File: src/logic/video_pkg.sv
//~~~~~~~~~~~~~~~~~~~~~~~~~~~~~~~~~~~~~~~~~~~~~~~~~~~~~~~~~~~~~~~~~~~~~~~~~~
// Pixel and color types for the compositor, plus small default raster sizes
// that the top level hands down to the timing generator.
//~~~~~~~~~~~~~~~~~~~~~~~~~~~~~~~~~~~~~~~~~~~~~~~~~~~~~~~~~~~~~~~~~~~~~~~~~~

package video_pkg;

    typedef logic [3:0] nibble_t;           // one 4-bit color or alpha field

    // playfield A uses the top nibble for control, playfield B for alpha
    typedef struct packed {
        nibble_t a;                         // alpha / control bits
        nibble_t r;                         // red
        nibble_t g;                         // green
        nibble_t b;                         // blue
    } argb_t;

    typedef struct packed {
        nibble_t r;                         // red
        nibble_t g;                         // green
        nibble_t b;                         // blue
    } rgb_t;

    typedef logic [9:0] coord_t;            // pixel column or line number

    localparam int A_OPAQUE_BIT = 15;       // A weight forced to full
    localparam int A_HIDE_B_BIT = 14;       // B weight forced to zero

    // tiny raster so a whole frame simulates quickly
    localparam int H_ACTIVE = 16;           // visible pixels per line
    localparam int H_FRONT  = 2;            // front porch
    localparam int H_SYNC   = 4;            // hsync width
    localparam int H_BACK   = 2;            // back porch
    localparam int V_ACTIVE = 8;            // visible lines per frame
    localparam int V_FRONT  = 1;            // front porch lines
    localparam int V_SYNC   = 2;            // vsync width in lines
    localparam int V_BACK   = 1;            // back porch lines

endpackage

File: src/logic/host_pkg.sv
//~~~~~~~~~~~~~~~~~~~~~~~~~~~~~~~~~~~~~~~~~~~~~~~~~~~~~~~~~~~~~~~~~~~~~~~~~~
// Types for the host side: palette index, playfield select, port FSM state.
//~~~~~~~~~~~~~~~~~~~~~~~~~~~~~~~~~~~~~~~~~~~~~~~~~~~~~~~~~~~~~~~~~~~~~~~~~~

package host_pkg;

    typedef logic [7:0] pal_addr_t;         // 256 palette entries

    typedef enum logic {
        PF_A = 1'b0,                        // column-indexed playfield
        PF_B = 1'b1                         // row-indexed playfield
    } pf_sel_e;

    typedef enum logic [1:0] {
        HS_IDLE = 2'd0,                     // waiting for req
        HS_ACK  = 2'd1,                     // write done, ack just raised
        HS_WAIT = 2'd2                      // ack held until req drops
    } hs_state_e;

endpackage

File: src/logic/pixel_bus_if.sv
//~~~~~~~~~~~~~~~~~~~~~~~~~~~~~~~~~~~~~~~~~~~~~~~~~~~~~~~~~~~~~~~~~~~~~~~~~~
// Video stream between pipeline stages: syncs, enable and one pixel whose
// type is chosen per instance (ARGB from palettes, RGB out of the blend).
//~~~~~~~~~~~~~~~~~~~~~~~~~~~~~~~~~~~~~~~~~~~~~~~~~~~~~~~~~~~~~~~~~~~~~~~~~~

`timescale 1ns/1ps

interface pixel_bus_if #(
    parameter type PIXEL_T = video_pkg::argb_t
);

    logic   vsync;                          // active high
    logic   hsync;                          // active high
    logic   de;                             // display enable
    PIXEL_T pixel;                          // color for this cycle

    modport src (
        output vsync, hsync, de, pixel
    );

    modport dst (
        input  vsync, hsync, de, pixel
    );

endinterface

File: src/logic/playfield_palette.sv
//~~~~~~~~~~~~~~~~~~~~~~~~~~~~~~~~~~~~~~~~~~~~~~~~~~~~~~~~~~~~~~~~~~~~~~~~~~
// 256-entry ARGB palette. Looks up by column or row, one cycle of latency,
// with the raster syncs delayed alongside the pixel.
//~~~~~~~~~~~~~~~~~~~~~~~~~~~~~~~~~~~~~~~~~~~~~~~~~~~~~~~~~~~~~~~~~~~~~~~~~~

`timescale 1ns/1ps

module playfield_palette #(
    parameter bit INDEX_BY_ROW = 1'b0       // 0 = index by x, 1 = by y
) (
    input  logic                clk,
    input  logic                rst_n_i,
    input  logic                wr_en_i,
    input  host_pkg::pal_addr_t wr_addr_i,
    input  video_pkg::argb_t    wr_data_i,
    input  video_pkg::coord_t   x_i,
    input  video_pkg::coord_t   y_i,
    input  logic                hsync_i,
    input  logic                vsync_i,
    input  logic                de_i,
    pixel_bus_if.src            pix
);

    video_pkg::argb_t    pal_mem [256];     // block RAM
    host_pkg::pal_addr_t rd_idx;            // lookup index, low 8 bits

    assign rd_idx = INDEX_BY_ROW ? y_i[7:0] : x_i[7:0];

    // host write port
    always_ff @(posedge clk) begin
        if (wr_en_i) begin
            pal_mem[wr_addr_i] <= wr_data_i;
        end
    end

    // registered read, one cycle behind the coordinates
    always_ff @(posedge clk) begin
        pix.pixel <= pal_mem[rd_idx];
    end

    // syncs follow the RAM latency so the bus stays aligned
    always_ff @(posedge clk or negedge rst_n_i) begin
        if (!rst_n_i) begin
            pix.hsync <= 1'b0;
            pix.vsync <= 1'b0;
            pix.de    <= 1'b0;
        end else begin
            pix.hsync <= hsync_i;
            pix.vsync <= vsync_i;
            pix.de    <= de_i;
        end
    end

endmodule

File: src/flat_wrapper.sv
// flat-port wrapper written by rule: the top's interface ports become plain ports
module playfield_palette_flat 
#(
    parameter bit INDEX_BY_ROW = 1'b0                                  
)
  (clk, rst_n_i, wr_en_i, wr_addr_i, wr_data_i, x_i, y_i, hsync_i, vsync_i, de_i, pix_vsync, pix_hsync, pix_de, pix_pixel);
  pixel_bus_if pix_i ();
  input  logic clk;
  input  logic rst_n_i;
  input  logic wr_en_i;
  input  host_pkg::pal_addr_t wr_addr_i;
  input  video_pkg::argb_t wr_data_i;
  input  video_pkg::coord_t x_i;
  input  video_pkg::coord_t y_i;
  input  logic hsync_i;
  input  logic vsync_i;
  input  logic de_i;
  output wire logic [$bits(pix_i.vsync)-1:0] pix_vsync;
  output wire logic [$bits(pix_i.hsync)-1:0] pix_hsync;
  output wire logic [$bits(pix_i.de)-1:0] pix_de;
  output wire logic [$bits(pix_i.pixel)-1:0] pix_pixel;
  assign pix_vsync = pix_i.vsync;
  assign pix_hsync = pix_i.hsync;
  assign pix_de = pix_i.de;
  assign pix_pixel = pix_i.pixel;
  playfield_palette #(.INDEX_BY_ROW(INDEX_BY_ROW)) u_core (.clk(clk), .rst_n_i(rst_n_i), .wr_en_i(wr_en_i), .wr_addr_i(wr_addr_i), .wr_data_i(wr_data_i), .x_i(x_i), .y_i(y_i), .hsync_i(hsync_i), .vsync_i(vsync_i), .de_i(de_i), .pix(pix_i));
endmodule
File: config.mk
export PLATFORM = sky130hd
export DESIGN_NAME = playfield_palette_flat
export DESIGN_NICKNAME = d
export VERILOG_FILES = /design/src/logic/video_pkg.sv /design/src/logic/host_pkg.sv /design/src/logic/pixel_bus_if.sv /design/src/logic/playfield_palette.sv /design/src/flat_wrapper.sv
export SDC_FILE = /design/constraint.sdc
export NUM_CORES = 2
export LEC_CHECK = 0
export BUFFER_PORTS_ARGS = -buffer_cell sky130_fd_sc_hd__buf_2
export CORE_ASPECT_RATIO = 2
export CORE_MARGIN = 2
export CORE_UTILIZATION = 44
export CTS_BUF_LIST = sky130_fd_sc_hd__clkbuf_16
export DETAILED_ROUTE_END_ITERATION = 8
export SLEW_MARGIN = 0
export SYNTH_ARGS = -nofsm -noshare
export SYNTH_HDL_FRONTEND = slang
export SYNTH_SLANG_ARGS = --single-unit
File: constraint.sdc
create_clock -name clk -period 5.32 [get_ports clk]
set_clock_uncertainty 0.2 [all_clocks]
set_input_delay 0.266 -clock clk [delete_from_list [all_inputs] [get_ports clk]]
set_output_delay 0.266 -clock clk [all_outputs]
set_load 0.02 [all_outputs]
Word-level counts from Yosys, hierarchy flattened:

Memory sizes are Yosys's and may differ from the RTL's. A register that Yosys moved wholly into a read port is not among the register bits.
Index checks and enable logic that the tools add are counted.

* register bits after elaboration: 3
* bits in writable memories: 4096
* memories kept: 1
* bits of input ports: 50
* output and inout port bits: 19
* word-level logic and storage cells: 6

* mux-type cells: 2

Memory list
* u_core.pal_mem: depth 256, bits a word 16, read ports 1, clocked after memory_dff 1, wr ports 1, line playfield_palette.sv:24 `video_pkg::argb_t pal_mem [256];`

Operator list (number)
* $mux 1: 2

Depth between registers and ports, before layout:

* depth after elaboration: 2
* gate-level depth with buffers: 13

Worst setup path before layout:

No wires, ideal clock.

* kind: in2reg
* from: input x_i[1]
* to: register, netlist name u_core.pix.pixel[10]
* data required time: 5004 ps
* arrival: 2342 ps
* stages: 9
* slack: 2663 ps
* cell sequence: clkbuf_2 -> buf_2 -> buf_2 -> clkbuf_1 -> mux4_2 -> mux4_2 -> a22oi_1 -> nand3_1 -> and3_1

RTL lines
* start, declared: line flat_wrapper.sv:13 `input video_pkg::coord_t x_i;`

==> flow_summary.yaml <==
floorplanning:
  fp.dieH_microns: 857
  io_pins: 69
  core_sq_um: 363000
  die_area_sq_um: 369000
  row_count: 313
  die_width_microns: 430
  start_util: 0.441
worst_hold_path:
  min_to: "u_core.pix.pixel[14]$_DFF_P_"
  hp-class: "in2reg"
  min_from: "x_i[7]"
  whs_path_depth: 4
routing:
  via_per_inst: 6.10
  drt_first_iter_violations: 8236
  routedWlPerCell_microns: 35.1
  via_count: 78900
  routed_wl_mm: 455
  drc: 0
  postRouteAntennaNets: 0
  first_pass_iters: 6
logic_synthesis:
  synth_edf_count: 4096
  synthCells: 7439
  ys_types: 70
  async_flop_share: 0.000729
  syn-cell-area_sq_um: 160000
  synth_nets: 7489
  avgSynthCellArea_sq_um: 21.5
  ys_seq_area_frac: 0.771
  ys_ff_latch: 4115
  synth_ff_type: "edfxtp_1"
  yosys_warnings: 0
run_status:
  run_status: "finished with violations"
  violations: "max-capacitance violations, max-slew violations"
finish:
  layout_commonest_cell: "edfxtp_1"
  area_growth_pct: 12.1
  final_cell_mix: "4,096 x edfxtp_1, 825 x mux4_2, 445 x buf_4"
  final_nets: 7954
  fill_cells: 28900
  multiInputGateArea_sq_um: 33800
  design_area_sq_um: 179000
  regArea_sq_um: 123000
  drive_above_1_share: 0.258
power_and_ir_drop:
  pwr-share-clk: 0.391
  power_frac_seq: 0.554
  irDropWorstVdd_v: 0.000255
  total_power_uw: 64700
  pwr_density_cell_nw_per_um2: 361
  switching_share: 0.217
  switching_power_uw: 14000
  internal_power_uw: 50600
  combPwrFrac: 0.055
  p_leak_uw: 0.0564
timing:
  setup_viol: 0
  report.final.slew_viol_count: 2
  rsz0062_at_grt: "false"
  clock.fmax_mhz: 226
  hold_viol_final: 0
  relSlewSlack: -0.0588
  fin_crit_sh: 0.831
  max_slew.worst_pin.slew_ns: 1.57
  period_minus_slack_ns: 4.42
  fin_ws_ns: 0.897
  fin_tns_setup_ns: 0
critical_path:
  end_kind: "register"
  cp-start-kind: "primary input"
  worstReg2RegEnd: "u_core.pix.pixel[12]$_DFF_P_"
  crit_path_max_fanout: 46
  crit_arrival_ns: 5.04
  reg2reg_from: "u_core.pal_mem[190][12]$_DFFE_PP_"
  reg2reg_depth: 5
  cp.required_ns: 5.94
  critical_path_class: "in2reg"
  r2r_slack_ns: 1.46
global_routing:
  antenna_found_initial: 24
  grt.overflow.total: 0
  track_usage: 0.243
  grt_pass1_vias: 80600
  grt_max_degree: 204
  grt_first_pass_wirelength_mm: 628
cts:
  clock_tree.root_cell: "clkbuf_16"
  clk_latency_ns: 0.95
  cts.path.max_buffers: 4
  clock_sinks: 4115
  numCtsBuffers: 343
  tritoncts: "yes"
  cts_max_level: 5
  clk_pin_slew_worst_paths_ns: 0.07
placement:
  pre_cts_slack_ns: 0.0860
  post-dp-hpwl_mm: 290
  place_area_sq_um: 168000
  numPortBuffers: 56
  gp_congestion: 0.928
flow_run:
  max_cap_viol_count: 1
==> sequential cells by signal (all words and copies together), names as in the netlist <==
| signal | count |
|---|---|
| u_core.pal_mem | 4096 |
| u_core.pix.de | 1 |
| u_core.pix.hsync | 1 |
| u_core.pix.pixel | 16 |
| u_core.pix.vsync | 1 |
==> cell type report <==
type | count | share of cell area
multi-input cells | 2861 | 0.189
clock buffers | 354 | 0.0494
inverters | 4 | 0.000168
flip-flops and latches | 4115 | 0.688
clock inverters | 258 | 0.0118
repair buffers | 579 | 0.0280
well taps | 4725 | 0.0330
diodes | 41 | 0.000572
==> critical path: stages <==
cell and delay [ns]:
dlygate4sd3_1 0.55, buf_4 0.20, buf_4 0.27, inv_8 0.35
buf_12 0.45, mux4_2 0.71, a22oi_1 0.98, nand3_1 0.71
and3_1 0.40
==> stage by stage <==
step / util / hold slack [ns] / std cells
floorplan: - / -0.230 / 7439
global placement: 0.463 / -0.142 / 12200
detailed placement: 0.463 / -0.139 / 12200
CTS: 0.494 / 0.00587 / 12900
global route: 0.494 / 0.0929 / 12900
finish: 0.494 / 0.0971 / 12900
==> cells by family after synthesis <==
kind of cell,synth area share
flops,0.771
mux,0.157
simple gates,0.0212
compound gates,0.0309
buf+inv,0.0192
==> metal layers <==
metal  up-vias  global-route usage  share of wire
met3       971              0.0319          0.057
met4         8               0.202           0.10
met2      3243               0.425           0.52
met1     42300               0.262           0.33
met5         -                   0        0.00015
li1      32400                   -              -
==> power groups by stage <==
stage               sequential [uW]  clock, uW  combinational [uW]
floorplan                     36500          0                1810
global placement              36500          0                3500
detailed placement            36500          0                3560
CTS                           35800      25700                3590
global route                  35800      26800                3700
finish                        35800      25300                3580
==> synth_stat cells, types with 7 or more instances <==
master / instances / area, sq um
mux4_2: 825 / 18600
mux2i_1: 398 / 3980
a211o_1: 10 / 87.6
buf_1: 30 / 113
edfxtp_1: 4096 / 123000
dfxtp_1: 16 / 320
a22o_1: 11 / 96.3
buf_8: 39 / 586
a22oi_1: 56 / 420
and3_1: 20 / 125
nor2_1: 352 / 1320
mux2_2: 156 / 1760
a21oi_1: 113 / 566
o22ai_1: 120 / 751
nand2_1: 126 / 473
a221oi_1: 118 / 1030
o221ai_1: 118 / 1030
clkbuf_1: 174 / 653
buf_6: 67 / 754
nor4_1: 14 / 87.6
a211oi_1: 25 / 188
buf_2: 104 / 521
o21ai_0: 72 / 360
nand3_1: 60 / 300
nor3_1: 120 / 601
nor2b_1: 10 / 62.6
or4_1: 7 / 52.6
buf_4: 33 / 248
mux4_1: 32 / 841
nand4_1: 25 / 156
==> how the worst max path moves through the flow <==
| stage | start | endpoint | slack, ns | depth (start not counted) |
|---|---|---|---|---|
| global placement | x_i[0] | u_core.pix.pixel[12]$_DFF_P_ | 0.09 | 8 |
| detailed placement | x_i[0] | u_core.pix.pixel[12]$_DFF_P_ | 0.09 | 8 |
| floorplan | x_i[1] | u_core.pix.pixel[10]$_DFF_P_ | 2.66 | 9 |
| CTS | x_i[3] | u_core.pix.pixel[12]$_DFF_P_ | 0.85 | 9 |
| global route | x_i[3] | u_core.pix.pixel[12]$_DFF_P_ | 0.96 | 9 |
| finish | x_i[3] | u_core.pix.pixel[12]$_DFF_P_ | 0.90 | 9 |
==> what timing repair did <==
action	CTS	global route
hold endpoints to repair	1650	0
buffers inserted	0	0
hold buffers	36	0
resized for setup	0	0
(Power assumes the default switching activity.)
