**config.mk**
```make
export PLATFORM = sky130hd
export DESIGN_NAME = video_blend_flat
export DESIGN_NICKNAME = d
export VERILOG_FILES = /design/src/logic/video_pkg.sv /design/src/logic/pixel_bus_if.sv /design/src/logic/video_blend.sv /design/src/flat_wrapper.sv
export SDC_FILE = /design/constraint.sdc
export NUM_CORES = 1
export LEC_CHECK = 0
export BUFFER_PORTS_ARGS = -buffer_cell sky130_fd_sc_hd__buf_2
export CAP_MARGIN = 30
export CORE_MARGIN = 5
export CORE_UTILIZATION = 60
export CTS_CLUSTER_SIZE = 12
export DETAILED_ROUTE_END_ITERATION = 7
export PLACE_DENSITY_LB_ADDON = 0.2
export SLEW_MARGIN = 20
export SYNTH_ARGS = -nofsm -noshare
export SYNTH_HDL_FRONTEND = slang
export SYNTH_SLANG_ARGS = --single-unit
export TNS_END_PERCENT = 5
```
**constraint.sdc**
```tcl
create_clock -name clk -period 6.85 [get_ports clk]
set_clock_uncertainty 0.05 [all_clocks]
set_input_delay 1.37 -clock clk [delete_from_list [all_inputs] [get_ports clk]]
set_output_delay 1.37 -clock clk [all_outputs]
set_load 0.03 [all_outputs]
```
**src/logic/video_pkg.sv**
```systemverilog
//~~~~~~~~~~~~~~~~~~~~~~~~~~~~~~~~~~~~~~~~~~~~~~~~~~~~~~~~~~~~~~~~~~~~~~~~~~
// Pixel and color types for the compositor, plus small default raster sizes
// that the top level hands down to the timing generator.
//~~~~~~~~~~~~~~~~~~~~~~~~~~~~~~~~~~~~~~~~~~~~~~~~~~~~~~~~~~~~~~~~~~~~~~~~~~

package video_pkg;

    typedef logic [3:0] nibble_t;           // one 4-bit color or alpha field

    // playfield A uses the top nibble for control, playfield B for alpha
    typedef struct packed {
        nibble_t a;                         // alpha / control bits
        nibble_t r;                         // red
        nibble_t g;                         // green
        nibble_t b;                         // blue
    } argb_t;

    typedef struct packed {
        nibble_t r;                         // red
        nibble_t g;                         // green
        nibble_t b;                         // blue
    } rgb_t;

    typedef logic [9:0] coord_t;            // pixel column or line number

    localparam int A_OPAQUE_BIT = 15;       // A weight forced to full
    localparam int A_HIDE_B_BIT = 14;       // B weight forced to zero

    // tiny raster so a whole frame simulates quickly
    localparam int H_ACTIVE = 16;           // visible pixels per line
    localparam int H_FRONT  = 2;            // front porch
    localparam int H_SYNC   = 4;            // hsync width
    localparam int H_BACK   = 2;            // back porch
    localparam int V_ACTIVE = 8;            // visible lines per frame
    localparam int V_FRONT  = 1;            // front porch lines
    localparam int V_SYNC   = 2;            // vsync width in lines
    localparam int V_BACK   = 1;            // back porch lines

endpackage

```
**src/logic/pixel_bus_if.sv**
```systemverilog
//~~~~~~~~~~~~~~~~~~~~~~~~~~~~~~~~~~~~~~~~~~~~~~~~~~~~~~~~~~~~~~~~~~~~~~~~~~
// Video stream between pipeline stages: syncs, enable and one pixel whose
// type is chosen per instance (ARGB from palettes, RGB out of the blend).
//~~~~~~~~~~~~~~~~~~~~~~~~~~~~~~~~~~~~~~~~~~~~~~~~~~~~~~~~~~~~~~~~~~~~~~~~~~

`timescale 1ns/1ps

interface pixel_bus_if #(
    parameter type PIXEL_T = video_pkg::argb_t
);

    logic   vsync;                          // active high
    logic   hsync;                          // active high
    logic   de;                             // display enable
    PIXEL_T pixel;                          // color for this cycle

    modport src (
        output vsync, hsync, de, pixel
    );

    modport dst (
        input  vsync, hsync, de, pixel
    );

endinterface

```
**src/logic/video_blend.sv**
```systemverilog
//~~~~~~~~~~~~~~~~~~~~~~~~~~~~~~~~~~~~~~~~~~~~~~~~~~~~~~~~~~~~~~~~~~~~~~~~~~
// Blends playfield A over B with B's alpha and A's control bits. Three
// register stages: expand and weigh, multiply, sum and saturate to RGB.
//~~~~~~~~~~~~~~~~~~~~~~~~~~~~~~~~~~~~~~~~~~~~~~~~~~~~~~~~~~~~~~~~~~~~~~~~~~

`timescale 1ns/1ps

module video_blend (
    input  logic     clk,
    input  logic     rst_n_i,
    pixel_bus_if.dst pf_a,
    pixel_bus_if.dst pf_b,
    pixel_bus_if.src out
);

    logic [7:0]      col_a  [3];            // A r/g/b widened to 8 bits
    logic [7:0]      col_b  [3];            // B r/g/b widened to 8 bits
    logic [7:0]      wgt_a;                 // A weight
    logic [7:0]      wgt_b;                 // B weight
    logic [15:0]     prod_a [3];            // A channel * A weight
    logic [15:0]     prod_b [3];            // B channel * B weight
    logic [7:0]      sum    [3];            // bit 7 is overflow
    logic [3:0]      sat    [3];            // saturated nibble
    video_pkg::rgb_t mix;                   // blended color before blanking
    logic [2:0]      sync_p1;               // {vsync, hsync, de} after stage 1
    logic [2:0]      sync_p2;               // after stage 2
    logic            de_in;

    // nibble repeated, so F maps to FF
    function automatic logic [7:0] expand(input video_pkg::nibble_t n);
        return {n, n};
    endfunction

    assign de_in = pf_a.de & pf_b.de;       // both palettes run in lockstep

    // stage 1: widen channels, pick weights
    always_ff @(posedge clk) begin
        col_a[0] <= expand(pf_a.pixel.r);
        col_a[1] <= expand(pf_a.pixel.g);
        col_a[2] <= expand(pf_a.pixel.b);
        col_b[0] <= expand(pf_b.pixel.r);
        col_b[1] <= expand(pf_b.pixel.g);
        col_b[2] <= expand(pf_b.pixel.b);

        if (pf_a.pixel[video_pkg::A_OPAQUE_BIT]) begin
            wgt_a <= 8'hFF;                 // A fully opaque
        end else begin
            wgt_a <= expand(~pf_b.pixel.a); // inverse of B alpha
        end

        if (pf_a.pixel[video_pkg::A_HIDE_B_BIT]) begin
            wgt_b <= 8'h00;                 // B hidden
        end else begin
            wgt_b <= expand(pf_b.pixel.a);
        end
    end

    // stage 2: six 8x8 products
    always_ff @(posedge clk) begin
        for (int c = 0; c < 3; c++) begin
            prod_a[c] <= col_a[c] * wgt_a;
            prod_b[c] <= col_b[c] * wgt_b;
        end
    end

    // stage 3 comb part: top 7 bits of each product, add, clamp
    always_comb begin
        for (int c = 0; c < 3; c++) begin
            sum[c] = 8'(prod_a[c][15:9]) + 8'(prod_b[c][15:9]);
            sat[c] = sum[c][7] ? 4'hF : sum[c][6:3];
        end
        mix = '{r: sat[0], g: sat[1], b: sat[2]};
    end

    // sync delay line and the output register
    always_ff @(posedge clk or negedge rst_n_i) begin
        if (!rst_n_i) begin
            sync_p1   <= '0;
            sync_p2   <= '0;
            out.vsync <= 1'b0;
            out.hsync <= 1'b0;
            out.de    <= 1'b0;
            out.pixel <= '0;
        end else begin
            sync_p1   <= {pf_a.vsync, pf_a.hsync, de_in};
            sync_p2   <= sync_p1;
            out.vsync <= sync_p2[2];
            out.hsync <= sync_p2[1];
            out.de    <= sync_p2[0];
            if (sync_p2[0]) begin
                out.pixel <= mix;
            end else begin
                out.pixel <= '0;            // black outside the active area
            end
        end
    end

endmodule

```
**src/flat_wrapper.sv**
```systemverilog
// flat-port wrapper written by rule: the top's interface ports become plain ports
module video_blend_flat 
  (clk, rst_n_i, pf_a_vsync, pf_a_hsync, pf_a_de, pf_a_pixel, pf_b_vsync, pf_b_hsync, pf_b_de, pf_b_pixel, out_vsync, out_hsync, out_de, out_pixel);
  pixel_bus_if pf_a_i ();
  pixel_bus_if pf_b_i ();
  pixel_bus_if out_i ();
  input  logic clk;
  input  logic rst_n_i;
  input wire logic [$bits(pf_a_i.vsync)-1:0] pf_a_vsync;
  input wire logic [$bits(pf_a_i.hsync)-1:0] pf_a_hsync;
  input wire logic [$bits(pf_a_i.de)-1:0] pf_a_de;
  input wire logic [$bits(pf_a_i.pixel)-1:0] pf_a_pixel;
  input wire logic [$bits(pf_b_i.vsync)-1:0] pf_b_vsync;
  input wire logic [$bits(pf_b_i.hsync)-1:0] pf_b_hsync;
  input wire logic [$bits(pf_b_i.de)-1:0] pf_b_de;
  input wire logic [$bits(pf_b_i.pixel)-1:0] pf_b_pixel;
  output wire logic [$bits(out_i.vsync)-1:0] out_vsync;
  output wire logic [$bits(out_i.hsync)-1:0] out_hsync;
  output wire logic [$bits(out_i.de)-1:0] out_de;
  output wire logic [$bits(out_i.pixel)-1:0] out_pixel;
  assign pf_a_i.vsync = pf_a_vsync;
  assign pf_a_i.hsync = pf_a_hsync;
  assign pf_a_i.de = pf_a_de;
  assign pf_a_i.pixel = pf_a_pixel;
  assign pf_b_i.vsync = pf_b_vsync;
  assign pf_b_i.hsync = pf_b_hsync;
  assign pf_b_i.de = pf_b_de;
  assign pf_b_i.pixel = pf_b_pixel;
  assign out_vsync = out_i.vsync;
  assign out_hsync = out_i.hsync;
  assign out_de = out_i.de;
  assign out_pixel = out_i.pixel;
  video_blend u_core (.clk(clk), .rst_n_i(rst_n_i), .pf_a(pf_a_i), .pf_b(pf_b_i), .out(out_i));
endmodule
```
* Word-level counts from Yosys, hierarchy flattened
Memories as Yosys holds them, arrays and structs flattened.
Index checks and enable logic that the tools add are counted.
** Storage, ports and cells
- Flip-flop bits (word level) :: 41
- Bits in writable memories :: 144
- Input bits :: 40
- Output and inout port bits :: 19
- Word-level logic and storage cells :: 30
- Memories kept :: 4
** Operators by class
- Add/subtract/negate cells :: 3
- $mul :: 6
- Multiplexer cells :: 4
- Bitwise operators :: 2
** Memories
- u_core.prod_a :: words 3, width 16, rd ports 3, clocked after Yosys merged registers in 0, wr ports 3, RTL line video_blend.sv:20 : logic [15:0] prod_a [3];
- u_core.prod_b :: words 3, width 16, rd ports 3, clocked after Yosys merged registers in 0, wr ports 3, RTL line video_blend.sv:21 : logic [15:0] prod_b [3];
- u_core.col_a :: words 3, width 8, rd ports 3, clocked after Yosys merged registers in 0, wr ports 3, RTL line video_blend.sv:16 : logic [7:0] col_a [3];
- u_core.col_b :: words 3, width 8, rd ports 3, clocked after Yosys merged registers in 0, wr ports 3, RTL line video_blend.sv:17 : logic [7:0] col_b [3];
** Operators by type and width (count)
- $mul 8x8->16 :: 6
- $add 7x7->8 :: 3
- $mux 12 :: 1
- $mux 4 :: 3
- $not 4->4 :: 1
- $and 1x1->1 :: 1

* Longest topological paths before layout
An unclocked memory read counts as a cell.
- Depth after elaboration :: 4
- Mapped depth :: 19
- Mapped depth without buffers :: 18

* Worst setup path before layout
OpenSTA, ideal clock, no wires.
- Kind :: flip-flop to flip-flop
- Start :: reg u_core.wgt_a[4]
- End :: mem u_core.prod_a[2][15], in the netlist u_core.prod_a[0][47]
- Setup time :: 0.115 ns
- Arrival :: 4.461 ns
- Data required time :: 6.685 ns
- Setup slack :: 2.223 ns
- Stages on the path, launching flop included :: 15
- Buffers on the path :: 1
- Path through :: dfxtp_1 clkbuf_1 nand2_1 fa_1 fa_1 inv_1 fa_1 fa_1 ha_1 and3_1 and3_1 a221oi_2 a21oi_1 or4_1 and3_1
** RTL lines
- start: declaration :: RTL line video_blend.sv:18 : logic [7:0] wgt_a;
- start signal: assignment :: RTL line video_blend.sv:48 : wgt_a <= expand(~pf_b.pixel.a);
- end: declaration :: RTL line video_blend.sv:20

==> out/results.ini <==
[critical_path]
cp_data_required_time_ns = 7.08
startpoint_type = flop
path_max_fanout = 16
worstSetupEndpointType = flop
crit_buf_inv = 2
path_cells = nand2_1 > xnor2_1 > ha_1 > or2_2 > fa_1 > fa_1 > inv_1 > fa_1 > inv_1 > ha_1 > a21oi_1 > a21o_1 > o311ai_2 > or4_1 > a221oi_1 > xnor2_1
cp_slowest_cell = dfxtp_1
crit_path_max_incr_delay_ns = 0.74
crit_cells = 16
critPathMostFrequentCell = fa_1
critPathTopFamily = adder cells
r2r_cells = 16
arrival_ns = 5.39
crit_type = flop to flop

[cells_and_area]
diodes = 0
drive_gt1_share_pct = 6.98
layout_common_cells = inv_1, ha_1, fa_1
fin_nets = 1750
final_common_cell = inv_1
area_growth_pct = 6.58

[detailed_routing]
drc = 0
drtPass1Iterations = 5
drt_iter0_markers = 233
vias = 8101
wirelength_um = 21600
viasPerCell = 5.10
antenna_left = 0
routedWlPerCell_um = 13.6

[yosys]
synth_cells = 1262
ys_async_sr_fraction_pct = 22.1
synth-edff-count = 0
ys_ff_latch = 95
yosys_most_used_dff = dfxtp_1
yosys_warnings = 0
syn_area_um2 = 12200
ys_types = 54
postSynthAreaPerCell_um2 = 9.69
yosysSeqAreaShare_pct = 16.4

[cts]
clk_pin_slew_ns = 0.06
cts_resized = 0
clockBufferDepth = 2
cts_buffers = 9
clock_latency_ns = 0.35
clock-root-buffer = clkbuf_16
clkSinkCount = 95
cts_hold_buf = 0
htreeDepth = 3
tritoncts = yes
cts_setup_buffers = 0

[outcome]
status = complete, no violations

[floorplan]
rows = 52
io_pins = 59
core_um2 = 20200
die_w_um = 153
start_util_pct = 60.6
die_h_um = 153
dieArea_um2 = 23300

[power_and_ir_drop]
power_leakage_nw = 7.40
ir_drop_mv = 0.204
power_mw = 3.66
cellPowerDensity_nw_per_um2 = 281

[sta]
rsz0062_at_grt = no
tns_ns = 0
max_freq_mhz = 194
slew_headroom_pct = 54.9
min_period_ns = 5.16
setup_violations = 0
tightest_slew_ns = 0.676
drv_slew = 0
period_share_pct = 75.3
hold_violations = 0
postLayoutSetupSlackWorst_ns = 1.69

[global_routing]
track_usage_pct = 19.8
grt_overflow = 0
grt_max_degree = 22
antenna_found_initial = 0
grt_pass1_vias = 8690
grt_pass1_wl_um = 38300

[hold_path]
holdPathStages = 0
hold_path_class = flop to flop

[run]
drv_cap = 0

[place]
hpwl_um = 19100
place_congestion = 0.897
portBuffers = 50
dp_slack_ns = 1.76

-- per-layer routing --
metal / track usage, % / part of all wire [%] / vias to the layer above / wire length, um
li1: - / - / 4065 / -
met1: 24.9 / 44 / 3890 / 9590
met2: 35.5 / 51 / 124 / 11000
met3: 3.21 / 3.3 / 22 / 714
met4: 5.09 / 1.3 / 0 / 281
met5: 0 / 0 / - / 0
-- cell families (layout without fill, tap and decap cells) --
kind of cell | Yosys count | in the layout | share of synthesized area, %
buf+inv | 341 | 394 | 10.6
compound gates | 133 | 133 | 7.68
fa+ha+maj | 397 | 397 | 50.5
other cells | 1 | 4 | 0.0307
xor+xnor | 75 | 75 | 5.37
simple gates | 220 | 220 | 9.44
flops | 95 | 95 | 16.4
-- where the power goes --
| part | switching, mW | leakage [nW] | internal (mW) |
|---|---|---|---|
| clock network | 0.202 | 0.134 | 0.266 |
| registers | 0.0672 | 0.891 | 0.722 |
| logic | 1.32 | 6.37 | 1.08 |
| total | 1.58 | 7.40 | 2.07 |
-- per-stage QoR --
stage               util, %  area, um^2  hold WS, ns  instances
CTS                    64.6       13000        0.302       1588
floorplan                 -       12200        0.281       1265
global route           64.6       13000        0.314       1588
detailed placement     63.3       12800        0.290       1572
finish                 64.6       13000        0.300       1588
global placement       63.3       12800        0.284       1572
-- sequential cells by signal, summed over array words and instances (netlist names) --
register          cells
u_core.col_a         12
u_core.col_b         12
u_core.out.de         1
u_core.out.hsync      1
u_core.out.pixel     12
u_core.out.vsync      1
u_core.prod_a        21
u_core.prod_b        21
u_core.sync_p1        3
u_core.sync_p2        3
u_core.wgt_a          4
u_core.wgt_b          4
-- final cells by class --
type                    count  area, um^2
multi-input cells         829        8930
fillers                  1714        7140
flip-flops and latches     95        2010
inverters                 328        1230
well taps                 270         338
clock buffers              15         268
repair buffers             50         250
clock inverters             1        5.00
-- Yosys cell counts (all sizes together), types with 8 or more instances --
cell type  number  area share [%]
inv           328              10
ha            237              24
fa            160              26
dfxtp          74              12
nand2          71             2.2
and2           53             2.7
xnor2          45             3.2
a21oi          36             1.5
xor2           30             2.1
nor2           22            0.68
dfrtp          21             4.3
a21o           19             1.2
a31o           17             1.2
o21ai          16            0.75
and3           11            0.56
nor2b          11            0.56
a21boi         10            0.61
nand3           9            0.37
clkbuf          8            0.25
nand2b          8            0.41
-- worst paths after layout --
path	start	slack (ns)	end
setup / recovery	u_core.wgt_a[6]	1.69	u_core.prod_a[0][15]
hold / removal	u_core.sync_p1[0]	0.30	u_core.sync_p2[0]
setup reg to reg	u_core.wgt_a[6]	1.69	u_core.prod_a[0][15]
hold reg to reg	u_core.sync_p1[0]	0.30	u_core.sync_p2[0]
max in group asynchronous	rst_n_i	5.46	u_core.out.pixel[10]
min in group asynchronous	rst_n_i	0.94	u_core.out.pixel[5]
Note: power is estimated with default switching activity, not from simulation.
