## src/logic/video_pkg.sv

```systemverilog
//~~~~~~~~~~~~~~~~~~~~~~~~~~~~~~~~~~~~~~~~~~~~~~~~~~~~~~~~~~~~~~~~~~~~~~~~~~
// Pixel and color types for the compositor, plus small default raster sizes
// that the top level hands down to the timing generator.
//~~~~~~~~~~~~~~~~~~~~~~~~~~~~~~~~~~~~~~~~~~~~~~~~~~~~~~~~~~~~~~~~~~~~~~~~~~

package video_pkg;

    typedef logic [3:0] nibble_t;           // one 4-bit color or alpha field

    // playfield A uses the top nibble for control, playfield B for alpha
    typedef struct packed {
        nibble_t a;                         // alpha / control bits
        nibble_t r;                         // red
        nibble_t g;                         // green
        nibble_t b;                         // blue
    } argb_t;

    typedef struct packed {
        nibble_t r;                         // red
        nibble_t g;                         // green
        nibble_t b;                         // blue
    } rgb_t;

    typedef logic [9:0] coord_t;            // pixel column or line number

    localparam int A_OPAQUE_BIT = 15;       // A weight forced to full
    localparam int A_HIDE_B_BIT = 14;       // B weight forced to zero

    // tiny raster so a whole frame simulates quickly
    localparam int H_ACTIVE = 16;           // visible pixels per line
    localparam int H_FRONT  = 2;            // front porch
    localparam int H_SYNC   = 4;            // hsync width
    localparam int H_BACK   = 2;            // back porch
    localparam int V_ACTIVE = 8;            // visible lines per frame
    localparam int V_FRONT  = 1;            // front porch lines
    localparam int V_SYNC   = 2;            // vsync width in lines
    localparam int V_BACK   = 1;            // back porch lines

endpackage

```

## src/logic/video_timing.sv

```systemverilog
//~~~~~~~~~~~~~~~~~~~~~~~~~~~~~~~~~~~~~~~~~~~~~~~~~~~~~~~~~~~~~~~~~~~~~~~~~~
// Free-running raster generator. Syncs, enable and x/y leave on registers.
//~~~~~~~~~~~~~~~~~~~~~~~~~~~~~~~~~~~~~~~~~~~~~~~~~~~~~~~~~~~~~~~~~~~~~~~~~~

`timescale 1ns/1ps

module video_timing #(
    parameter int H_ACTIVE = video_pkg::H_ACTIVE,
    parameter int H_FRONT  = video_pkg::H_FRONT,
    parameter int H_SYNC   = video_pkg::H_SYNC,
    parameter int H_BACK   = video_pkg::H_BACK,
    parameter int V_ACTIVE = video_pkg::V_ACTIVE,
    parameter int V_FRONT  = video_pkg::V_FRONT,
    parameter int V_SYNC   = video_pkg::V_SYNC,
    parameter int V_BACK   = video_pkg::V_BACK
) (
    input  logic              clk,
    input  logic              rst_n_i,
    output logic              hsync_o,
    output logic              vsync_o,
    output logic              de_o,
    output video_pkg::coord_t x_o,
    output video_pkg::coord_t y_o
);

    localparam int H_TOTAL   = H_ACTIVE + H_FRONT + H_SYNC + H_BACK;
    localparam int V_TOTAL   = V_ACTIVE + V_FRONT + V_SYNC + V_BACK;
    localparam int H_SYNC_LO = H_ACTIVE + H_FRONT;      // first hsync pixel
    localparam int V_SYNC_LO = V_ACTIVE + V_FRONT;      // first vsync line

    video_pkg::coord_t h_cnt;               // pixel within line
    video_pkg::coord_t v_cnt;               // line within frame
    logic              line_end;
    logic              frame_end;
    logic              hsync_nxt;
    logic              vsync_nxt;
    logic              de_nxt;

    assign line_end  = (h_cnt == video_pkg::coord_t'(H_TOTAL - 1));
    assign frame_end = (v_cnt == video_pkg::coord_t'(V_TOTAL - 1));

    always_ff @(posedge clk or negedge rst_n_i) begin
        if (!rst_n_i) begin
            h_cnt <= '0;
            v_cnt <= '0;
        end else if (line_end) begin
            h_cnt <= '0;                    // wrap at line total
            v_cnt <= frame_end ? '0 : v_cnt + 1'b1;
        end else begin
            h_cnt <= h_cnt + 1'b1;
        end
    end

    // decode from counter ranges
    always_comb begin
        hsync_nxt = (h_cnt >= video_pkg::coord_t'(H_SYNC_LO)) &&
                    (h_cnt <  video_pkg::coord_t'(H_SYNC_LO + H_SYNC));
        vsync_nxt = (v_cnt >= video_pkg::coord_t'(V_SYNC_LO)) &&
                    (v_cnt <  video_pkg::coord_t'(V_SYNC_LO + V_SYNC));
        de_nxt    = (h_cnt < video_pkg::coord_t'(H_ACTIVE)) &&
                    (v_cnt < video_pkg::coord_t'(V_ACTIVE));
    end

    always_ff @(posedge clk or negedge rst_n_i) begin
        if (!rst_n_i) begin
            hsync_o <= 1'b0;
            vsync_o <= 1'b0;
            de_o    <= 1'b0;
            x_o     <= '0;
            y_o     <= '0;
        end else begin
            hsync_o <= hsync_nxt;
            vsync_o <= vsync_nxt;
            de_o    <= de_nxt;
            x_o     <= h_cnt;               // same cycle as de
            y_o     <= v_cnt;
        end
    end

endmodule

```

## config.mk

```make
export PLATFORM = sky130hd
export DESIGN_NAME = video_timing
export DESIGN_NICKNAME = d
export VERILOG_FILES = /design/src/logic/video_pkg.sv /design/src/logic/video_timing.sv
export SDC_FILE = /design/constraint.sdc
export NUM_CORES = 1
export LEC_CHECK = 0
export BUFFER_PORTS_ARGS = -buffer_cell sky130_fd_sc_hd__clkbuf_2
export CAP_MARGIN = 40
export CORE_ASPECT_RATIO = 2
export CORE_MARGIN = 1
export CORE_UTILIZATION = 45
export CTS_BUF_LIST = sky130_fd_sc_hd__clkbuf_2 sky130_fd_sc_hd__clkbuf_4 sky130_fd_sc_hd__clkbuf_8
export CTS_CLUSTER_SIZE = 16
export DETAILED_ROUTE_END_ITERATION = 10
export PLACE_DENSITY = 0.66
export RECOVER_POWER = 50
export REMOVE_ABC_BUFFERS = 1
export SYNTH_ARGS = -nofsm -noshare
export SYNTH_HDL_FRONTEND = slang
export SYNTH_SLANG_ARGS = --single-unit
```

## constraint.sdc

```tcl
create_clock -name clk -period 5.05 [get_ports clk]
set_clock_uncertainty 0.1 [all_clocks]
set_input_delay 0 -clock clk [delete_from_list [all_inputs] [get_ports clk]]
set_output_delay 0 -clock clk [all_outputs]
set_load 0.03 [all_outputs]
```

# Word-level counts from Yosys, hierarchy flattened
# Cells that the tools add are included.
# classes
add_sub_neg,2
magnitude_cmp,6
eq_ne,2
n_mux,2
reduce_logical,3
# ops
cell,count
$add A10 B1 Y10 const B,2
$lt A10 B4 Y1 const B,2
$lt A10 B5 Y1 const B,2
$mux W10,2
$eq A10 B4 Y1 const B,1
$eq A10 B5 Y1 const B,1
$ge A10 B4 Y1 const B,1
$ge A10 B5 Y1 const B,1
$logic_and A1 B1 Y1,3
# word_totals
reg_bits,43
inputBits,2
output_inout_bits,23
elab_cells,22

# Logic depth before layout (Yosys ltp)
# Gate-level depths: netlist of run 1.
# logic_depth
depth_word,2
depth_mapped,6
depth_no_buf,5

# Worst setup path before layout of run 1
# No wires, ideal clock.
# synth_path
path_kind,reg-to-reg
from,register h_cnt[8]
to,register v_cnt[4]
setup_time_ns,0.124
t_arrival_ns,1.467
required_ns,4.826
setup_slack_ns,3.359
stages_incl_launch_ff,5
path_buffers,0
period_less_slack_ns,1.691
path_cell_list,dfrtp_1 or4b_4 nor3_4 nand4_1 xnor2_1
# synth_between
elab_chain_cells,1
# synth_rtl
element,line_no,text
"start, declared",video_timing.sv:31,video_pkg::coord_t h_cnt;
"start signal, assigned",video_timing.sv:50,h_cnt <= h_cnt + 1'b1;
$eq A10 B5 Y1,video_timing.sv:39,assign line_end = (h_cnt == video_pkg::coord_t'(H_TOTAL - 1));
"end signal, assigned",video_timing.sv:48,v_cnt <= frame_end ? '0 : v_cnt + 1'b1;
"end, declared",video_timing.sv:32,video_pkg::coord_t v_cnt;
# No other way between the ends.
# A chain may end at the register's enable or synchronous reset.

==> metrics, run 1 <==
clock slew at reported path FFs=~0.070 ns; share of layout cells above drive strength 1=7.45%; max_cap viols=1; Fmax achieved=376 MHz; final net count=roughly 170; initial DRC count=15; CP Capture Type=async pin; data arrival time of the worst path=about 2.6 ns; total track usage=~18%; minimum clock period=2.66 ns; via count=about 1100; RSZ-0062 raised after global routing=no; total power=between 0.0006 and 0.0007 W; pin slew with the least headroom to its limit=around 1.8 ns; placed inst area=about 1800 µm²; RR Startpoint=h_cnt[8]; H-Tree Depth=2; Hold Path Origin=v_cnt[7]; Setup Crit Path Kind=in2async; standard-cell rows=30; VDD IR-drop max=~0.00024 V; CTS sink count=43; Core Region=around 3400 µm²; initial core utilization=approximately 48%; Syn-to-layout area delta=17.0%; count leader, synth=dfrtp_1; Max Root-Sink Buffers=2; Worst Path Buf+Inv=4; top cells by area, synth=dfrtp_1 (66%), xnor2_1 (4.3%), ha_1 (3.8%); CP top delay family=buffers and inverters; Lkg Pwr=0.900 nW; Stages on worst setup path=4; Ys Warns=0; CTS tree=built; synth cell count leaders=dfrtp_1 (43), nand3_1 (10), nand2_1 (9), xnor2_1 (8), o21ai_0 (7); worst path cell trace=dlygate4sd3_1 > dlygate4sd3_1 > clkbuf_1 > clkbuf_1; cells after synthesis=128; slowest cell on the critical path=clkbuf_1; Die Ht=between 80 and 90 µm; post-route cell area=between 1500 and 2000 µm²; CP required=5.00 ns; die outline width=roughly 45 µm; RD Place Congestion=roughly 0.80; Mean Syn Cell Area=approximately 13 µm²; I/O pin count=25; initial antenna violation count=0; final hold vios=0; fin crit share=around 53%; number of distinct library cells after synthesis=30; flop2flop setup slack=about 3.2 ns; Post-synth ARST share=100%; Worst Hold Class=reg2reg; total negative setup slack=0 ns; ant diodes=0; global route overflow=0; cell count of the worst hold path=0; post-synth top area share=between 60% and 70%; Worst Reg-to-Reg Cells=4; CP max stage delay=between 1 and 1.5 ns; crit path launch type=input pin; DR pass1 iterations=4; Detail Placement HPWL=about 2100 µm; Worst-Skew Late Latency=between 0.2 and 0.3 ns; vias per cell=5.15; Remaining DRCs=0; die area=between 3000 and 4000 µm²; outcome=finished with violations; clock root cell=clkbuf_8; number of gates resized after cts=0; first-pass GRT wire length=a little under 5000 µm; number of buffers created by CTS=5; wire length per cell=~14 µm; Hold EP=y_o[7]; post-route ant nets=0; Cell Area, Synth=1640 µm²; largest net degree at the start of global routing=37; Post-synth EDFFs=0; vias in the first global route=1096; area leader, netlist=dfrtp_1; prevailing post-synth register cell=dfrtp_1; Rel. slew slack=-21.5%; PwrDens=~320 nW/µm²; # setup viols final=0; sequential area share after synthesis=between 60% and 70%; Critical Path Fanout Max=36; Slew Limit Fails=37; capturing point of the worst reg2reg path=v_cnt[4]; final WL=between 2000 and 3000 µm; failing checks=max-capacitance violations, max-slew violations; number of synthesized register bits=between 40 and 50; port bufs=24
[cell type report]
type / count / area [µm²]
well taps: 48 / 60.1
clock inverters: 1 / 30.0
inverters: 6 / 22.5
fillers: 312 / 1500
repair buffers: 28 / 124
flip-flops and latches: 43 / 1080
multi-input cells: 77 / 527
clock buffers: 6 / 76.3
[registers in the layout, indices dropped and copies added (netlist names)]
name / cells
v_cnt: 10
de_o: 1
hsync_o: 1
h_cnt: 10
x_o: 10
y_o: 10
vsync_o: 1
[cells in the final DEF, fill, tap and decap left out, types with 4 or more instances in the layout]
cell type	instances
clkbuf_1	25
clkbuf_8	5
dfrtp_1	43
ha_1	5
inv_1	6
nand2_1	9
nand3_1	10
nand4_1	5
nor2_1	4
nor3_1	5
o21ai_0	7
xnor2_1	8
xor2_1	4
[metrics by stage]
stage / worst slack [ns] / hold slack, ns / cells / util, %
floorplan: 3.36 / -0.396 / 126 / -
global placement: 3.23 / 0.103 / 198 / 52.9
detailed placement: 3.20 / -0.235 / 199 / 53.4
CTS: 3.18 / 0.356 / 209 / 57.4
global route: 1.92 / 0.374 / 209 / 56.1
finish: 2.39 / 0.357 / 209 / 56.1
[worst max-delay path by stage]
stage                          end      from
final                     h_cnt[2]   rst_n_i
after CTS                 v_cnt[4]  h_cnt[5]
after detailed placement  v_cnt[4]  h_cnt[5]
after floorplan           v_cnt[4]  h_cnt[8]
after global routing        x_o[2]   rst_n_i
after global placement    v_cnt[6]  h_cnt[5]
[metal layers]
layer  track usage (%)  share of wire, %
met1              18.8                38
met2              29.9                57
met5                 0                 0
met4              10.7               2.5
met3              4.56               2.7
[what timing repair did]
| item | CTS | global route |
|---|---|---|
| hold buffers | 3 | 0 |
| buffers inserted | 0 | 0 |
| endpoints found under the hold margin | 43 | 0 |
[power by group]
part | internal (W) | total [W] | switching [W]
Sequential | 0.000344 | 0.000344 | 0
Combinational | 0.00000183 | 0.00000840 | 0.00000657
Clock | 0.000150 | 0.000254 | 0.000104
Total | 0.000496 | 0.000606 | 0.000110
[cells by family (layout without fill, tap and decap cells)]
| group | after synthesis | count (layout) | share of synthesized area [%] |
|---|---|---|---|
| fa+ha+maj | 5 | 5 | 3.82 |
| flops | 43 | 43 | 65.7 |
| xor+xnor | 12 | 12 | 6.42 |
| buf+inv | 8 | 41 | 2.06 |
| compound gates | 12 | 12 | 4.43 |
| simple gates | 48 | 48 | 17.5 |
Power figures use the tool's default switching activity.
==> run 2: changes to the inputs <==
ABC_AREA = 1   (was not set)
PLACE_DENSITY = 0.67   (was 0.66)
clock period = 2.2 ns   (was 5.05 ns; I/O delays follow)
==> metrics, run 2 <==
H-Tree Depth=2 (unchanged); most used cell, CP=nand2_1; total track usage=19.8% (+2.1 points); flop2flop setup slack=0.53 ns (-2.66 ns); final net count=235 (+40%); # setup viols final=0 (unchanged); CP max stage delay=0.47 ns (-0.87 ns); register area=1080 µm² (unchanged); via count=1338 (+24%); most common cell after layout, fill and taps aside=nand2_1; data arrival time of the worst path=1.76 ns (-0.85 ns); Slew Limit Fails=0 (-100%); met1 Use GR=19.8% (+1.1 points); Syn-to-layout area delta=17.2% (about the same); Multi-input gate area=593 µm² (+13%); clock root cell=clkbuf_8; first-pass GRT wire length=6000 µm (+23%); CP Capture Type=register; wire length per cell=12.1 µm (-15%); global route hottest layer=met2; DR pass1 iterations=4 (unchanged); Mean Syn Cell Area=9.32 µm² (-27%); cells after synthesis=194 (+52%); RSZ-0062 raised after global routing=no; Ys Warns=0 (unchanged); total negative setup slack=0 ns (unchanged); top cells by area, synth=dfrtp_1 (60%), nand2_1 (9.3%), inv_1 (6.6%); slowest cell on the critical path=dfrtp_1; Hold Path Origin=h_cnt[6]; Worst-Skew Late Latency=0.29 ns (about the same); max_cap viols=0 (-1); CTS sink count=43 (unchanged); initial DRC count=27 (+12); count leader, synth=nand2_1; Remaining DRCs=0 (unchanged); Worst Hold Class=reg2reg; cell count of the worst hold path=0 (unchanged); port bufs=24 (unchanged); pin slew with the least headroom to its limit=1.33 ns (-0.494 ns); share of layout cells above drive strength 1=13.1% (+5.6 points); die area=4290 µm² (+10%); vias in the first global route=1381 (+26%); vias per cell=4.78 (-7.3%); Post-synth EDFFs=0 (unchanged); Placed Cells=271 (+36%); Cell Area, Synth=1810 µm² (+10%); area leader, netlist=dfrtp_1; Non-Filler Instances=280 (+34%); final WL=3400 µm (+14%); Hold EP=x_o[6]; sequential area share after synthesis=59.5% (-6.2 points); Max Root-Sink Buffers=2 (unchanged); # fillers=364 (+17%); initial core utilization=47.0% (-0.87 points); Worst Reg-to-Reg Cells=7 (+3); Rel. slew slack=11.4% (+33 points); crit path launch type=register; most frequent cells in the layout=nand2_1 (45), dfrtp_1 (43), inv_1 (32), nor2_1 (19), clkbuf_2 (14); largest net degree at the start of global routing=28 (-24%); prevailing post-synth register cell=dfrtp_1; Critical Path Fanout Max=17 (-53%); post-synth top area share=59.5% (-6.2 points); Lkg Pwr=1.14 nW (+27%); fin crit share=approximately 76%; setup bufs post-CTS=0 (unchanged); number of buffers created by CTS=5 (unchanged); VDD IR-drop max=0.000548 V (+130%); RR Startpoint=h_cnt[0]; post-route ant nets=0 (unchanged); minimum clock period=approximately 1.7 ns; initial antenna violation count=0 (unchanged); CTS tree=built; synth cell count leaders=nand2_1 (45), dfrtp_1 (43), inv_1 (32), nor2_1 (19), nand3_1 (13); met3 Track Usage GR=3.74% (-0.82 points); RD Place Congestion=0.903 (+12%); clock slew at reported path FFs=0.08 ns (about the same); CP top delay family=flip-flops; standard-cell rows=32 (+6.7%); Fmax achieved=598 MHz; launch point of the critical path=h_cnt[0]; I/O pin count=25 (unchanged); number of synthesized register bits=43 (unchanged); final hold vios=0 (unchanged); CP required=2.29 ns (-2.71 ns); total power=0.00143 W (+140%); GR Util met2=33.8% (+3.8 points); worst path cell trace=ha_1 > nand2_2 > nor3_4 > buf_4 > inv_2 > nand2_1 > nand2_1; die outline width=46.8 µm (+4.9%); ant diodes=0 (unchanged); capturing point of the worst reg2reg path=v_cnt[0]; Setup Crit Path Kind=reg2reg; Worst Path Buf+Inv=2 (-2); global route overflow=0 (unchanged); Die Ht=91.6 µm (+5.0%); outcome=finished clean; Post-synth ARST share=100% (unchanged); Core Region=3840 µm² (+13%); Detail Placement HPWL=2520 µm (+20%); PwrDens=676 nW/µm² (+110%); number of distinct library cells after synthesis=20 (-33%)
[run 2: cell types whose count changed in the layout (fill, tap and decap cells not counted), sizes merged, moves of 4 or more]
cell   change
nor2      +15
xnor2      -7
o21ai      +4
inv       +28
nand2     +37
[run 2: kinds of logic after synthesis]
kind of cell,count (synthesis),synth area share (%)
flops,43,59.5
fa+ha+maj,5,3.46
compound gates,13,3.74
xor+xnor,7,3.39
simple gates,91,22.2
buf+inv,35,7.68
[run 2: routing by layer]
metal  up-vias  part of all wire, %
li1        665                    -
met1       638                   37
met2        26                   56
met3         9                  2.6
met4         0                  4.6
met5         -                    0
[run 2: how the worst max path moves through the flow]
stage	depth (start not counted)	slack [ns]	to
2_1_floorplan	6	0.65	v_cnt[0]
3_3_place_gp	7	0.55	v_cnt[9]
3_5_place_dp	7	0.53	v_cnt[0]
4_1_cts	7	0.50	v_cnt[0]
5_1_grt	7	0.35	h_cnt[8]
6_report	7	0.53	v_cnt[0]
[run 2: power breakdown]
group / leakage (nW) / switching, W / total [W] / internal, W
Clock: 0.0612 / 0.000257 / 0.000624 / 0.000367
Sequential: 0.582 / 0 / 0.000790 / 0.000790
Combinational: 0.499 / 0.0000150 / 0.0000189 / 0.00000389
[run 2: what timing repair did]
| item | in CTS | in global routing |
|---|---|---|
| hold buffers | 1 | 0 |
| resized for setup | 0 | 0 |
| endpoints found under the hold margin | 25 | 0 |
[run 2: layout make-up]
type / count / area share [%]
flip-flops and latches: 43 / 50.8
multi-input cells: 116 / 28.0
repair buffers: 28 / 6.62
inverters: 34 / 6.02
clock buffers: 6 / 3.90
well taps: 51 / 3.01
clock inverters: 2 / 1.65
[run 2: worst register-to-register path: cells and delay by family, from the launching register on]
kind                       cells  cell delay, ns
and+or+nand+nor                4            0.38
buffers and inverters          2            0.35
DFF                            1            0.47
adders and majority gates      1            0.27
[run 2: metrics by stage]
| stage | hold WS (ns) | utilization, % | cell area, µm² | worst slack, ns |
|---|---|---|---|---|
| after floorplan | -0.396 | - | 1800 | 0.650 |
| after global placement | -0.0631 | 52.1 | 2000 | 0.553 |
| after detailed placement | -0.0634 | 52.1 | 2000 | 0.533 |
| after CTS | 0.158 | 55.4 | 2130 | 0.499 |
| after global routing | 0.354 | 55.1 | 2120 | 0.350 |
| final | 0.325 | 55.1 | 2120 | 0.527 |
